$ cat src/logic/matmul_cfg.svh
`ifndef MATMUL_CFG_SVH
`define MATMUL_CFG_SVH

// Element, address and stride widths
`define MM_DWIDTH       8
`define MM_AWIDTH       10
`define MM_STRIDE_WIDTH 16

// Matrix dimension N
`define MM_SIZE         4

// Holds N products of two full-scale elements
`define MM_ACC_WIDTH    20

// Address to data at the operand memories
`define MM_MEM_LATENCY  1

`endif

$ cat src/logic/matmul_pkg.sv
`default_nettype none

`include "matmul_cfg.svh"

package matmul_pkg;

  typedef logic [`MM_DWIDTH-1:0]          data_t;
  typedef logic [`MM_AWIDTH-1:0]          addr_t;
  typedef logic [`MM_STRIDE_WIDTH-1:0]    stride_t;
  typedef logic [`MM_ACC_WIDTH-1:0]       acc_t;

  // Lane i sits at bits [i*DWIDTH +: DWIDTH]
  typedef logic [`MM_SIZE*`MM_DWIDTH-1:0] lane_vec_t;

  typedef struct packed {
    addr_t   addr_a;
    addr_t   addr_b;
    addr_t   addr_c;
    stride_t stride_a;
    stride_t stride_b;
    stride_t stride_c;
  } matmul_cmd_t;

  typedef struct packed {
    logic      available;
    addr_t     addr;
    lane_vec_t data;
  } c_row_t;

  typedef enum logic [2:0] {
    st_idle,
    st_feed,
    st_drain,
    st_write,
    st_done
  } ctrl_state_t;

endpackage

`default_nettype wire

$ cat src/logic/matmul_ctrl.sv
`timescale 1ns/1ps
`default_nettype none

`include "matmul_cfg.svh"

module matmul_ctrl (
  input  wire  clk,
  input  wire  reset,
  input  wire  start_mat_mul,
  output logic feed_en,
  output logic clear_acc,
  output logic write_en,
  output logic done_mat_mul
);

  localparam int FEED_LEN  = `MM_SIZE;
  // Memory latency, then N-1 cycles of lane skew and N-1 hops across the array
  localparam int DRAIN_LEN = `MM_MEM_LATENCY + 2 * (`MM_SIZE - 1);
  localparam int WRITE_LEN = `MM_SIZE;
  localparam int CNT_W     = $clog2(DRAIN_LEN + 1);

  matmul_pkg::ctrl_state_t state;
  logic [CNT_W-1:0]        step;

  assign feed_en  = (state == matmul_pkg::st_feed);
  assign write_en = (state == matmul_pkg::st_write);

  always_ff @(posedge clk) begin
    if (reset) begin
      state        <= matmul_pkg::st_idle;
      step         <= '0;
      clear_acc    <= 1'b0;
      done_mat_mul <= 1'b0;
    end else begin
      clear_acc    <= 1'b0;
      // Lands one cycle after the last C row is on c_out
      done_mat_mul <= (state == matmul_pkg::st_done);
      case (state)
        matmul_pkg::st_idle: begin
          if (start_mat_mul) begin
            state     <= matmul_pkg::st_feed;
            step      <= CNT_W'(FEED_LEN - 1);
            clear_acc <= 1'b1;
          end
        end
        matmul_pkg::st_feed: begin
          if (step == '0) begin
            state <= matmul_pkg::st_drain;
            step  <= CNT_W'(DRAIN_LEN - 1);
          end else begin
            step <= step - 1'b1;
          end
        end
        matmul_pkg::st_drain: begin
          if (step == '0) begin
            state <= matmul_pkg::st_write;
            step  <= CNT_W'(WRITE_LEN - 1);
          end else begin
            step <= step - 1'b1;
          end
        end
        matmul_pkg::st_write: begin
          if (step == '0) begin
            state <= matmul_pkg::st_done;
          end else begin
            step <= step - 1'b1;
          end
        end
        matmul_pkg::st_done: begin
          state <= matmul_pkg::st_idle;
        end
        default: begin
          state <= matmul_pkg::st_idle;
        end
      endcase
    end
  end

endmodule

`default_nettype wire

$ cat src/logic/operand_feeder.sv
`timescale 1ns/1ps
`default_nettype none

`include "matmul_cfg.svh"

module operand_feeder (
  input  wire                        clk,
  input  wire                        reset,
  input  wire                        feed_en,
  input  wire matmul_pkg::addr_t     base,
  input  wire matmul_pkg::stride_t   stride,
  output matmul_pkg::addr_t          mem_addr,
  input  wire matmul_pkg::lane_vec_t mem_data,
  output matmul_pkg::lane_vec_t      lanes
);

  localparam int N   = `MM_SIZE;
  localparam int DW  = `MM_DWIDTH;
  localparam int LAT = `MM_MEM_LATENCY;

  matmul_pkg::addr_t     addr_q;
  logic [LAT-1:0]        feed_dly;
  logic                  first_step;
  logic                  data_valid;
  matmul_pkg::lane_vec_t word;
  matmul_pkg::data_t     lane_out [N];

  // feed_dly[0] is feed_en one cycle back
  assign first_step = feed_en && !feed_dly[0];
  assign mem_addr   = first_step ? base : addr_q;

  always_ff @(posedge clk) begin
    if (reset) begin
      addr_q   <= '0;
      feed_dly <= '0;
    end else begin
      if (feed_en) begin
        addr_q <= mem_addr + matmul_pkg::addr_t'(stride);
      end
      feed_dly[0] <= feed_en;
      for (int s = 1; s < LAT; s++) begin
        feed_dly[s] <= feed_dly[s-1];
      end
    end
  end

  assign data_valid = feed_dly[LAT-1];
  assign word       = data_valid ? mem_data : '0;

  // Lane i is held back i cycles to form the diagonal wavefront
  genvar i;
  generate
    for (i = 0; i < N; i++) begin : g_lane
      if (i == 0) begin : g_direct
        assign lane_out[i] = word[i*DW +: DW];
      end else begin : g_skew
        matmul_pkg::data_t dly [i];
        always_ff @(posedge clk) begin
          if (reset) begin
            for (int s = 0; s < i; s++) begin
              dly[s] <= '0;
            end
          end else begin
            dly[0] <= word[i*DW +: DW];
            for (int s = 1; s < i; s++) begin
              dly[s] <= dly[s-1];
            end
          end
        end
        assign lane_out[i] = dly[i-1];
      end
    end
  endgenerate

  always_comb begin
    for (int k = 0; k < N; k++) begin
      lanes[k*DW +: DW] = lane_out[k];
    end
  end

endmodule

`default_nettype wire

$ cat src/logic/systolic_array.sv
`timescale 1ns/1ps
`default_nettype none

`include "matmul_cfg.svh"

module systolic_array (
  input  wire                        clk,
  input  wire                        reset,
  input  wire                        clear_acc,
  input  wire matmul_pkg::lane_vec_t a_lanes,
  input  wire matmul_pkg::lane_vec_t b_lanes,
  output matmul_pkg::acc_t [`MM_SIZE-1:0][`MM_SIZE-1:0] acc_grid
);

  localparam int N  = `MM_SIZE;
  localparam int DW = `MM_DWIDTH;

  matmul_pkg::data_t a_q   [N][N];
  matmul_pkg::data_t b_q   [N][N];
  matmul_pkg::acc_t  acc_q [N][N];

  ////////////////////
  // MAC grid, cell (i, j) builds C[i][j]
  ////////////////////

  genvar i, j;
  generate
    for (i = 0; i < N; i++) begin : g_row
      for (j = 0; j < N; j++) begin : g_col
        matmul_pkg::data_t a_in;
        matmul_pkg::data_t b_in;

        // Edge cells take the skewed lanes
        if (j == 0) begin : g_a_edge
          assign a_in = a_lanes[i*DW +: DW];
        end else begin : g_a_fwd
          assign a_in = a_q[i][j-1];
        end

        if (i == 0) begin : g_b_edge
          assign b_in = b_lanes[j*DW +: DW];
        end else begin : g_b_fwd
          assign b_in = b_q[i-1][j];
        end

        always_ff @(posedge clk) begin
          if (reset || clear_acc) begin
            a_q[i][j]   <= '0;
            b_q[i][j]   <= '0;
            acc_q[i][j] <= '0;
          end else begin
            a_q[i][j]   <= a_in;
            b_q[i][j]   <= b_in;
            acc_q[i][j] <= acc_q[i][j] + a_in * b_in;
          end
        end
      end
    end
  endgenerate

  always_comb begin
    for (int r = 0; r < N; r++) begin
      for (int c = 0; c < N; c++) begin
        acc_grid[r][c] = acc_q[r][c];
      end
    end
  end

endmodule

`default_nettype wire

$ cat src/logic/result_writer.sv
`timescale 1ns/1ps
`default_nettype none

`include "matmul_cfg.svh"

module result_writer (
  input  wire                      clk,
  input  wire                      reset,
  input  wire                      write_en,
  input  wire matmul_pkg::addr_t   base,
  input  wire matmul_pkg::stride_t stride,
  input  wire matmul_pkg::acc_t [`MM_SIZE-1:0][`MM_SIZE-1:0] acc_grid,
  output matmul_pkg::c_row_t       c_out
);

  localparam int N     = `MM_SIZE;
  localparam int DW    = `MM_DWIDTH;
  localparam int ROW_W = $clog2(N);

  logic [ROW_W-1:0]      row_idx;
  matmul_pkg::addr_t     addr_q;
  matmul_pkg::addr_t     row_addr;
  matmul_pkg::lane_vec_t row_data;
  logic                  avail_q;
  matmul_pkg::addr_t     out_addr_q;
  matmul_pkg::lane_vec_t out_data_q;

  // Row 0 goes straight to the C base
  assign row_addr = (row_idx == '0) ? base : addr_q;

  // Low byte of each accumulator
  always_comb begin
    for (int j = 0; j < N; j++) begin
      row_data[j*DW +: DW] = acc_grid[row_idx][j][DW-1:0];
    end
  end

  always_ff @(posedge clk) begin
    if (reset) begin
      avail_q <= 1'b0;
      row_idx <= '0;
      addr_q  <= '0;
    end else begin
      avail_q <= write_en;
      if (write_en) begin
        row_idx <= row_idx + 1'b1;
        addr_q  <= row_addr + matmul_pkg::addr_t'(stride);
      end else begin
        row_idx <= '0;
      end
    end
  end

  always_ff @(posedge clk) begin
    if (write_en) begin
      out_addr_q <= row_addr;
      out_data_q <= row_data;
    end
  end

  assign c_out = '{available: avail_q, addr: out_addr_q, data: out_data_q};

endmodule

`default_nettype wire

$ cat src/logic/matmul_top.sv
`timescale 1ns/1ps
`default_nettype none

`include "matmul_cfg.svh"

module matmul_top (
  input  wire                          clk,
  input  wire                          reset,
  input  wire                          start_mat_mul,
  input  wire matmul_pkg::matmul_cmd_t cmd,
  output matmul_pkg::addr_t            a_addr,
  output matmul_pkg::addr_t            b_addr,
  input  wire matmul_pkg::lane_vec_t   a_data,
  input  wire matmul_pkg::lane_vec_t   b_data,
  output matmul_pkg::c_row_t           c_out,
  output logic                         done_mat_mul
);

  logic                  feed_en;
  logic                  clear_acc;
  logic                  write_en;
  matmul_pkg::lane_vec_t a_lanes;
  matmul_pkg::lane_vec_t b_lanes;
  matmul_pkg::acc_t [`MM_SIZE-1:0][`MM_SIZE-1:0] acc_grid;

  matmul_ctrl u_ctrl (
    .clk          (clk),
    .reset        (reset),
    .start_mat_mul(start_mat_mul),
    .feed_en      (feed_en),
    .clear_acc    (clear_acc),
    .write_en     (write_en),
    .done_mat_mul (done_mat_mul)
  );

  ////////////////////
  // Operand feeders, A enters from the left and B from the top
  ////////////////////

  operand_feeder u_feed_a (
    .clk     (clk),
    .reset   (reset),
    .feed_en (feed_en),
    .base    (cmd.addr_a),
    .stride  (cmd.stride_a),
    .mem_addr(a_addr),
    .mem_data(a_data),
    .lanes   (a_lanes)
  );

  operand_feeder u_feed_b (
    .clk     (clk),
    .reset   (reset),
    .feed_en (feed_en),
    .base    (cmd.addr_b),
    .stride  (cmd.stride_b),
    .mem_addr(b_addr),
    .mem_data(b_data),
    .lanes   (b_lanes)
  );

  systolic_array u_array (
    .clk      (clk),
    .reset    (reset),
    .clear_acc(clear_acc),
    .a_lanes  (a_lanes),
    .b_lanes  (b_lanes),
    .acc_grid (acc_grid)
  );

  result_writer u_writer (
    .clk     (clk),
    .reset   (reset),
    .write_en(write_en),
    .base    (cmd.addr_c),
    .stride  (cmd.stride_c),
    .acc_grid(acc_grid),
    .c_out   (c_out)
  );

endmodule

`default_nettype wire

$ cat config.mk
export PLATFORM = sky130hd
export DESIGN_NAME = matmul_top
export DESIGN_NICKNAME = d
export VERILOG_FILES = /design/src/logic/matmul_pkg.sv /design/src/logic/matmul_ctrl.sv /design/src/logic/operand_feeder.sv /design/src/logic/systolic_array.sv /design/src/logic/result_writer.sv /design/src/logic/matmul_top.sv
export VERILOG_INCLUDE_DIRS = /design/src /design/src/logic
export SDC_FILE = /design/constraint.sdc
export NUM_CORES = 2
export LEC_CHECK = 0
export ABC_AREA = 1
export BUFFER_PORTS_ARGS = -buffer_cell sky130_fd_sc_hd__buf_2
export CORE_UTILIZATION = 50
export DETAILED_ROUTE_END_ITERATION = 10
export GPL_TIMING_DRIVEN = 0
export PLACE_DENSITY = 0.76
export SLEW_MARGIN = 0
export SYNTH_ARGS = -nofsm -noshare
export SYNTH_HDL_FRONTEND = slang
export SYNTH_SLANG_ARGS = --single-unit
$ cat constraint.sdc
create_clock -name clk -period 5.6 [get_ports clk]
set_input_delay 0.28 -clock clk [delete_from_list [all_inputs] [get_ports clk]]
set_output_delay 0.28 -clock clk [all_outputs]
set_load 0.005 [all_outputs]
# Word-level counts from Yosys, hierarchy flattened

Memories as Yosys holds them, arrays and structs flattened.
Index checks and enable logic that the tools add are counted.

Logic and storage cells: 227
Output and inout bits: 64
Memories kept: 9
Bits of input ports: 145
Bits in writable memories: 672
Register bits after elaboration: 84

Memories:

| memory                        | words | width | read ports | clocked after memory_dff | wr ports | RTL line             | text |
|---|---|---|---|---|---|---|---|
| u_array.acc_q                 | 4     | 80    | 4          | 0                        | 4        | systolic_array.sv:20 | `matmul_pkg::acc_t acc_q [N][N];` |
| u_array.a_q                   | 4     | 32    | 4          | 0                        | 4        | systolic_array.sv:18 | `matmul_pkg::data_t a_q [N][N];` |
| u_array.b_q                   | 4     | 32    | 3          | 0                        | 4        | systolic_array.sv:19 | `matmul_pkg::data_t b_q [N][N];` |
| u_feed_a.g_lane[3].g_skew.dly | 3     | 8     | 3          | 0                        | 3        | operand_feeder.sv:57 | `matmul_pkg::data_t dly [i];` |
| u_feed_b.g_lane[3].g_skew.dly | 3     | 8     | 3          | 0                        | 3        | operand_feeder.sv:57 |  |
| u_feed_a.g_lane[2].g_skew.dly | 2     | 8     | 2          | 0                        | 2        | operand_feeder.sv:57 |  |
| +3 memories                   | n/a   | n/a   | n/a        | n/a                      | n/a      | n/a                  |  |

$add $sub $neg: 21
Eq/ne operators: 9
Muxes and demuxes: 86
$mul: 16
Magnitude comparators: 1
Bitwise logic cells: 60
Reductions and logical operators: 13

Operators with widths:

| operator                                                                      | count |
|---|---|
| 8-bit two-way mux                                                             | 44 |
| 20-bit by 16-bit adder with 20-bit output                                     | 16 |
| 20-bit two-way mux                                                            | 16 |
| 8-bit by 8-bit multiplier with 16-bit output                                  | 16 |
| 80-bit binary-select mux with 2-bit select                                    | 1 |
| 68-bit two-way mux                                                            | 1 |
| 32-bit two-way mux                                                            | 2 |
| 1-bit OR                                                                      | 58 |
| 10-bit adder                                                                  | 3 |
| 10-bit two-way mux                                                            | 3 |
| 3-bit two-way mux                                                             | 8 |
| 3-bit one-hot mux with 4 select lines                                         | 2 |
| 8-bit OR reduction                                                            | 2 |
| 1-bit two-way mux                                                             | 9 |
| 2-bit != test (second input constant)                                         | 4 |
| 3-bit by 2-bit == test with 1-bit output (second input constant)              | 2 |
| 3-bit zero test                                                               | 2 |
| 4-bit AND reduction                                                           | 1 |
| 4-bit nonzero test                                                            | 1 |
| 2-bit OR reduction                                                            | 2 |
| 3-bit by 1-bit == test with 1-bit output (second input constant)              | 1 |
| 3-bit == test (second input constant)                                         | 1 |
| 2-bit by 3-bit less-than comparator with 1-bit output (second input constant) | 1 |
| 3-bit AND reduction                                                           | 1 |
| other kinds (8)                                                               | 9 |

# Longest topological paths before layout

Word-level depth: 4
Mapped depth: 26
Gate-level depth less buffers: 25

# Modules after synthesis

From an unflattened synthesis, not the netlist that was laid out.

Cells, all modules: 10138
Area total of the unflattened synthesis: 70876.7 um^2

Modules (own cells, without submodules):

| module         | area an instance (um^2) | cells each | seq. area each (um^2) | times used |
|---|---|---|---|---|
| systolic_array | 61981.9                 | 8972       | 10249.8               | 1 |
| operand_feeder | 2582.5                  | 350        | 1181.1                | 2 |
| result_writer  | 3234.4                  | 394        | 1521.5                | 1 |
| matmul_ctrl    | 495.5                   | 72         | 160.2                 | 1 |

# Least setup slack after synthesis

No wires, ideal clock.

Path kind: register -> register
From: register u_feed_b.feed_dly (netlist: u_feed_b.data_valid)
To: memory u_array.acc_q[0][67] (netlist name)
Slack: 1638 ps
Arrival: 3847 ps
Buffers on the path: 1
Cell stages (with the launch flop): 23
Required time: 5485 ps
Period minus slack after synthesis: 3962 ps
Library setup time: 115 ps
Cell sequence: dfxtp_1 buf_4 nand2_1 inv_1 nand2_1 fa_1 fa_1 inv_1 fa_1 inv_1 fa_1 inv_1 ha_1 a21oi_1 nand2_1 nand2_1 nand2_1 inv_1 nand3_1 nand2_1 inv_1 a21oi_1 nor2_1

RTL lines:

| what                            | RTL line             | text |
|---|---|---|
| start, declared                 | operand_feeder.sv:22 | `logic [LAT-1:0] feed_dly;` |
| start signal, assigned by index | operand_feeder.sv:42 | `feed_dly[s] <= feed_dly[s-1];` |
| end, declared                   | systolic_array.sv:20 |  |

==> load_flow_metrics.sql <==
INSERT INTO impl_metrics (metric_group, metric, value, unit) VALUES
('place', 'globalplace.congestion', '0.9544', ''),
('clocking', 'cts_max_path_buffers', '3', ''),
('critical_path', 'critPathMaxFanout', '10', ''),
('critical_path', 'crit_slowest_cell', 'fa_1', ''),
('timing', 'finalHoldWorstSlack', '-12.40', 'ps'),
('power', 'net_switching', '0.003101', 'W'),
('flow_run', 'drv.max_cap_violation_count', '0', ''),
('critical_path', 'critical_path_class', 'reg -> reg', ''),
('routing', 'drc_errors', '0', ''),
('logic_synthesis', 'post-synth-top-count-cell', 'inv_1', ''),
('logic_synthesis', 'synth-seq-area-share', '0.2922', ''),
('routing', 'first_iter_violations', '2071', ''),
('clocking', 'cts_post_setup_buffers_inserted', '0', ''),
('logic_synthesis', 'synth_top_cell_area_share', '0.2568', ''),
('timing', 'final.period_utilization', '0.8106', ''),
('critical_path', 'critical_path.reg2reg.startpoint', 'u_feed_b.data_valid', ''),
('floorplan', 'start_util', '0.5072', ''),
('power', 'sequentialPowerShare', '0.404', ''),
('timing', 'finalSetupViolations', '0', ''),
('global_routing', 'grt_first_pass_wirelength', '150900', 'µm'),
('logic_synthesis', 'synth-main-ff-cell', 'dfxtp_1', ''),
('final_layout', 'area_delta_synth_final', '13.17', '%'),
('logic_synthesis', 'async_flop_share', '0', ''),
('final_layout', 'final_net_count', '5858', ''),
('timing', 'timing.max_slew.rel_slack', '0.1499', ''),
('clocking', 'cts_buffers', '54', ''),
('logic_synthesis', 'syn_avg_cell_area', '7.430', 'µm²'),
('floorplan', 'die_w', '269.2', 'µm'),
('clocking', 'clock_pin_slew_of_the_registers_on_the_worst_case_setup_and_hold_paths', '60', 'ps'),
('clocking', 'clkSinkCount', '500', ''),
('power', 'share_comb_of_total_power', '0.215', ''),
('final_layout', 'num_antenna_cells', '0', ''),
('critical_path', 'regToRegSetupSlack', '1060', 'ps'),
('clocking', 'root_buffer', 'clkbuf_16', ''),
('global_routing', 'gr-usage-all-layers', '0.2619', ''),
('timing', 'final-hold-violation-count', '1', ''),
('outcome', 'violated_checks', 'negative hold slack', ''),
('clocking', 'cts-htree-levels', '2', ''),
('routing', 'post_route_wl', '93660', 'µm'),
('routing', 'vias_per_cell', '4.926', ''),
('critical_path', 'endpoint', 'u_array.acc_q[0][67]', ''),
('power', 'power.leakage', '21.63', 'nW'),
('routing', 'routed-via-count', '30068', ''),
('place', 'detailed_place_hpwl', '73990', 'µm'),
('logic_synthesis', 'post_synth_edffs', '42', ''),
('place', 'dpl.cell_count', '5934', ''),
('critical_path', 'setup.worst_path.start_class', 'flip-flop', ''),
('critical_path', 'worst_setup_ep_type', 'flip-flop', ''),
('clocking', 'insertion_delay', '670', 'ps'),
('logic_synthesis', 'netlist_top_cells_area', 'dfxtp_1 26%, fa_1 16%, inv_1 14%', ''),
('final_layout', 'drive_above_1_share', '0.07901', ''),
('global_routing', 'grt_antenna_before_repair', '2', ''),
('floorplan', 'placeableCoreArea', '70390', 'µm²'),
('power', 'post-layout-total-power', '0.009806', 'W'),
('final_layout', 'final-seq-area', '10430', 'µm²'),
('logic_synthesis', 'netlist_instances', '4805', ''),
('critical_path', 'worstPathCellList', 'buf_4, nand2_1, inv_1, nand2_1, fa_1, fa_1, inv_1, fa_1, inv_1, fa_1, inv_1, ha_1, a21oi_1, nand2_1, nand2_1, nand2_1, inv_1, nand3_1, nand2_1, inv_1, a21oi_1, nor2_1', ''),
('timing', 'setup-tns-final', '0', 'ps'),
('final_layout', 'layoutNonFillerInstCount', '6104', ''),
('global_routing', 'grt_max_degree', '52', ''),
('power', 'power.ir.vdd_worst', '0.2848', 'mV'),
('power', 'power.clock.fraction', '0.381', ''),
('critical_path', 'startpoint', 'u_feed_b.data_valid', ''),
('global_routing', 'global_route.overflow_total', '0', ''),
('logic_synthesis', 'synth.top_cells.by_count', '1309 x inv_1, 1079 x nand2_1, 488 x nor2_1, 458 x dfxtp_1, 302 x ha_1', ''),
('power', 'power.density_cell_area', '242.7', 'nW/µm²'),
('critical_path', 'ff2ff_path_depth', '22', ''),
('floorplan', 'die_height', '269.2', 'µm'),
('place', 'portBuffers', '189', ''),
('outcome', 'run_status', 'finished, violations left', ''),
('logic_synthesis', 'synthesis.area', '35700', 'µm²');
## cells by family (layout without fill, tap and decap cells)
kind of cell	count (synthesis)	after routing	synth area share
adders and majority gates	593	593	0.2690
DFF	500	500	0.2922
buffers and inverters	1466	1825	0.1579
muxes	8	8	0.002523
and+or+nand+nor	1779	1779	0.1978
AOI/OAI and AO/OA	341	341	0.05089
xor gates and xnor gates	118	118	0.02979
## timing repair
item / in CTS / in global routing
resized for setup: 0 / 0
hold buffers: 70 / 0
hold endpoints to repair: 70 / 0
## layout make-up
class | instances | share of cell area
Sequential cell | 500 | 0.2581
Buffer | 149 | 0.01719
Clock inverter | 27 | 0.007463
Tap cell | 940 | 0.02911
Clock buffer | 73 | 0.03902
Multi-Input combinational cell | 2839 | 0.4860
Inverter | 1317 | 0.1224
Timing Repair Buffer | 259 | 0.04075
## critical path: cells and delay by family (launching register included)
kind                       cells  cell delay, ps
AOI/OAI and AO/OA              2             290
adders and majority gates      5            2350
DFF                            1             440
buffers and inverters          7             650
and+or+nand+nor                8             700
## layout by cell type, fill, tap and decap left out, drive strengths merged
cell type    Yosys  routed
xnor2           55      55
xor2            63      63
nand3          154     154
o21ai          127     127
nor3             4       4
nand4           10      10
mux2             8       8
dfxtp          458     458
o21a             2       2
nor4             1       1
o22ai           11      11
nand3b          21      21
o211ai           7       7
clkbuf          45     118
inv           1314    1318
ha             302     302
a21o             5       5
o21bai          10      10
clkinvlp         0       4
a21oi          160     160
edfxtp          42      42
nor2           491     491
dlygate4sd3      0      70
nand2b           5       5
clkinv           3      19
a41oi            1       1
bufinv           0       3
a311oi           1       1
buf            104     293
a31oi           14      14
nand2         1086    1086
a211oi           3       3
fa             291     291
or2              7       7
## through the flow
step                setup WS (ps)  cell area (µm²)    util
floorplan                    1638            35700       -
global placement             1150            37820  0.5373
detailed placement           1119            37820  0.5373
CTS                          1077            40400  0.5739
global route                746.2            40400  0.5740
finish                       1060            40400  0.5740
## registers in the layout, indices dropped and copies added, names as in the netlist, 10 cells and up
name                        cells
u_array.a_q                    96
u_array.b_q                    96
u_array.acc_q                 128
u_writer.addr_q                10
u_feed_a.addr_q                10
u_feed_b.addr_q                10
u_writer.out_addr_q            10
u_feed_b.g_lane.g_skew.dly     48
u_feed_a.g_lane.g_skew.dly     48
u_writer.out_data_q            32
## power by group through the flow
stage	logic [W]	clock network, W	registers, W
5_1_grt	0.00237	0.00392	0.00398
3_5_place_dp	0.00203	0	0.00403
2_1_floorplan	0.00137	0	0.00398
3_3_place_gp	0.00199	0	0.00403
4_1_cts	0.00208	0.00377	0.00396
6_report	0.00211	0.00373	0.00396
## how the worst min path moves through the flow
stage | from | to | slack [ps] | cells after the start
final | b_data[25] | u_feed_b.g_lane[3].g_skew.dly[0][1] | -10 | 3
after global routing | b_data[25] | u_feed_b.g_lane[3].g_skew.dly[0][1] | 5 | 3
after CTS | b_data[1] | u_array.b_q[0][25] | 2 | 3
after detailed placement | u_feed_b.g_lane[3].g_skew.dly[0][6] | u_feed_b.g_lane[3].g_skew.dly[0][14] | 390 | 2
after global placement | u_feed_b.g_lane[3].g_skew.dly[0][1] | u_feed_b.g_lane[3].g_skew.dly[0][9] | 390 | 2
after floorplan | u_feed_a.g_lane[2].g_skew.dly[0][2] | u_feed_a.g_lane[2].g_skew.dly[0][10] | 390 | 2
## routing by layer
layer	GRT usage	wire length (µm)	up-vias
met5	0	26	-
met4	0.1325	5263	4
met3	0.04382	7052	268
met2	0.4360	43210	1074
met1	0.3272	38100	14092
li1	-	-	14630
No activity file was read; power rests on OpenSTA's default activity.
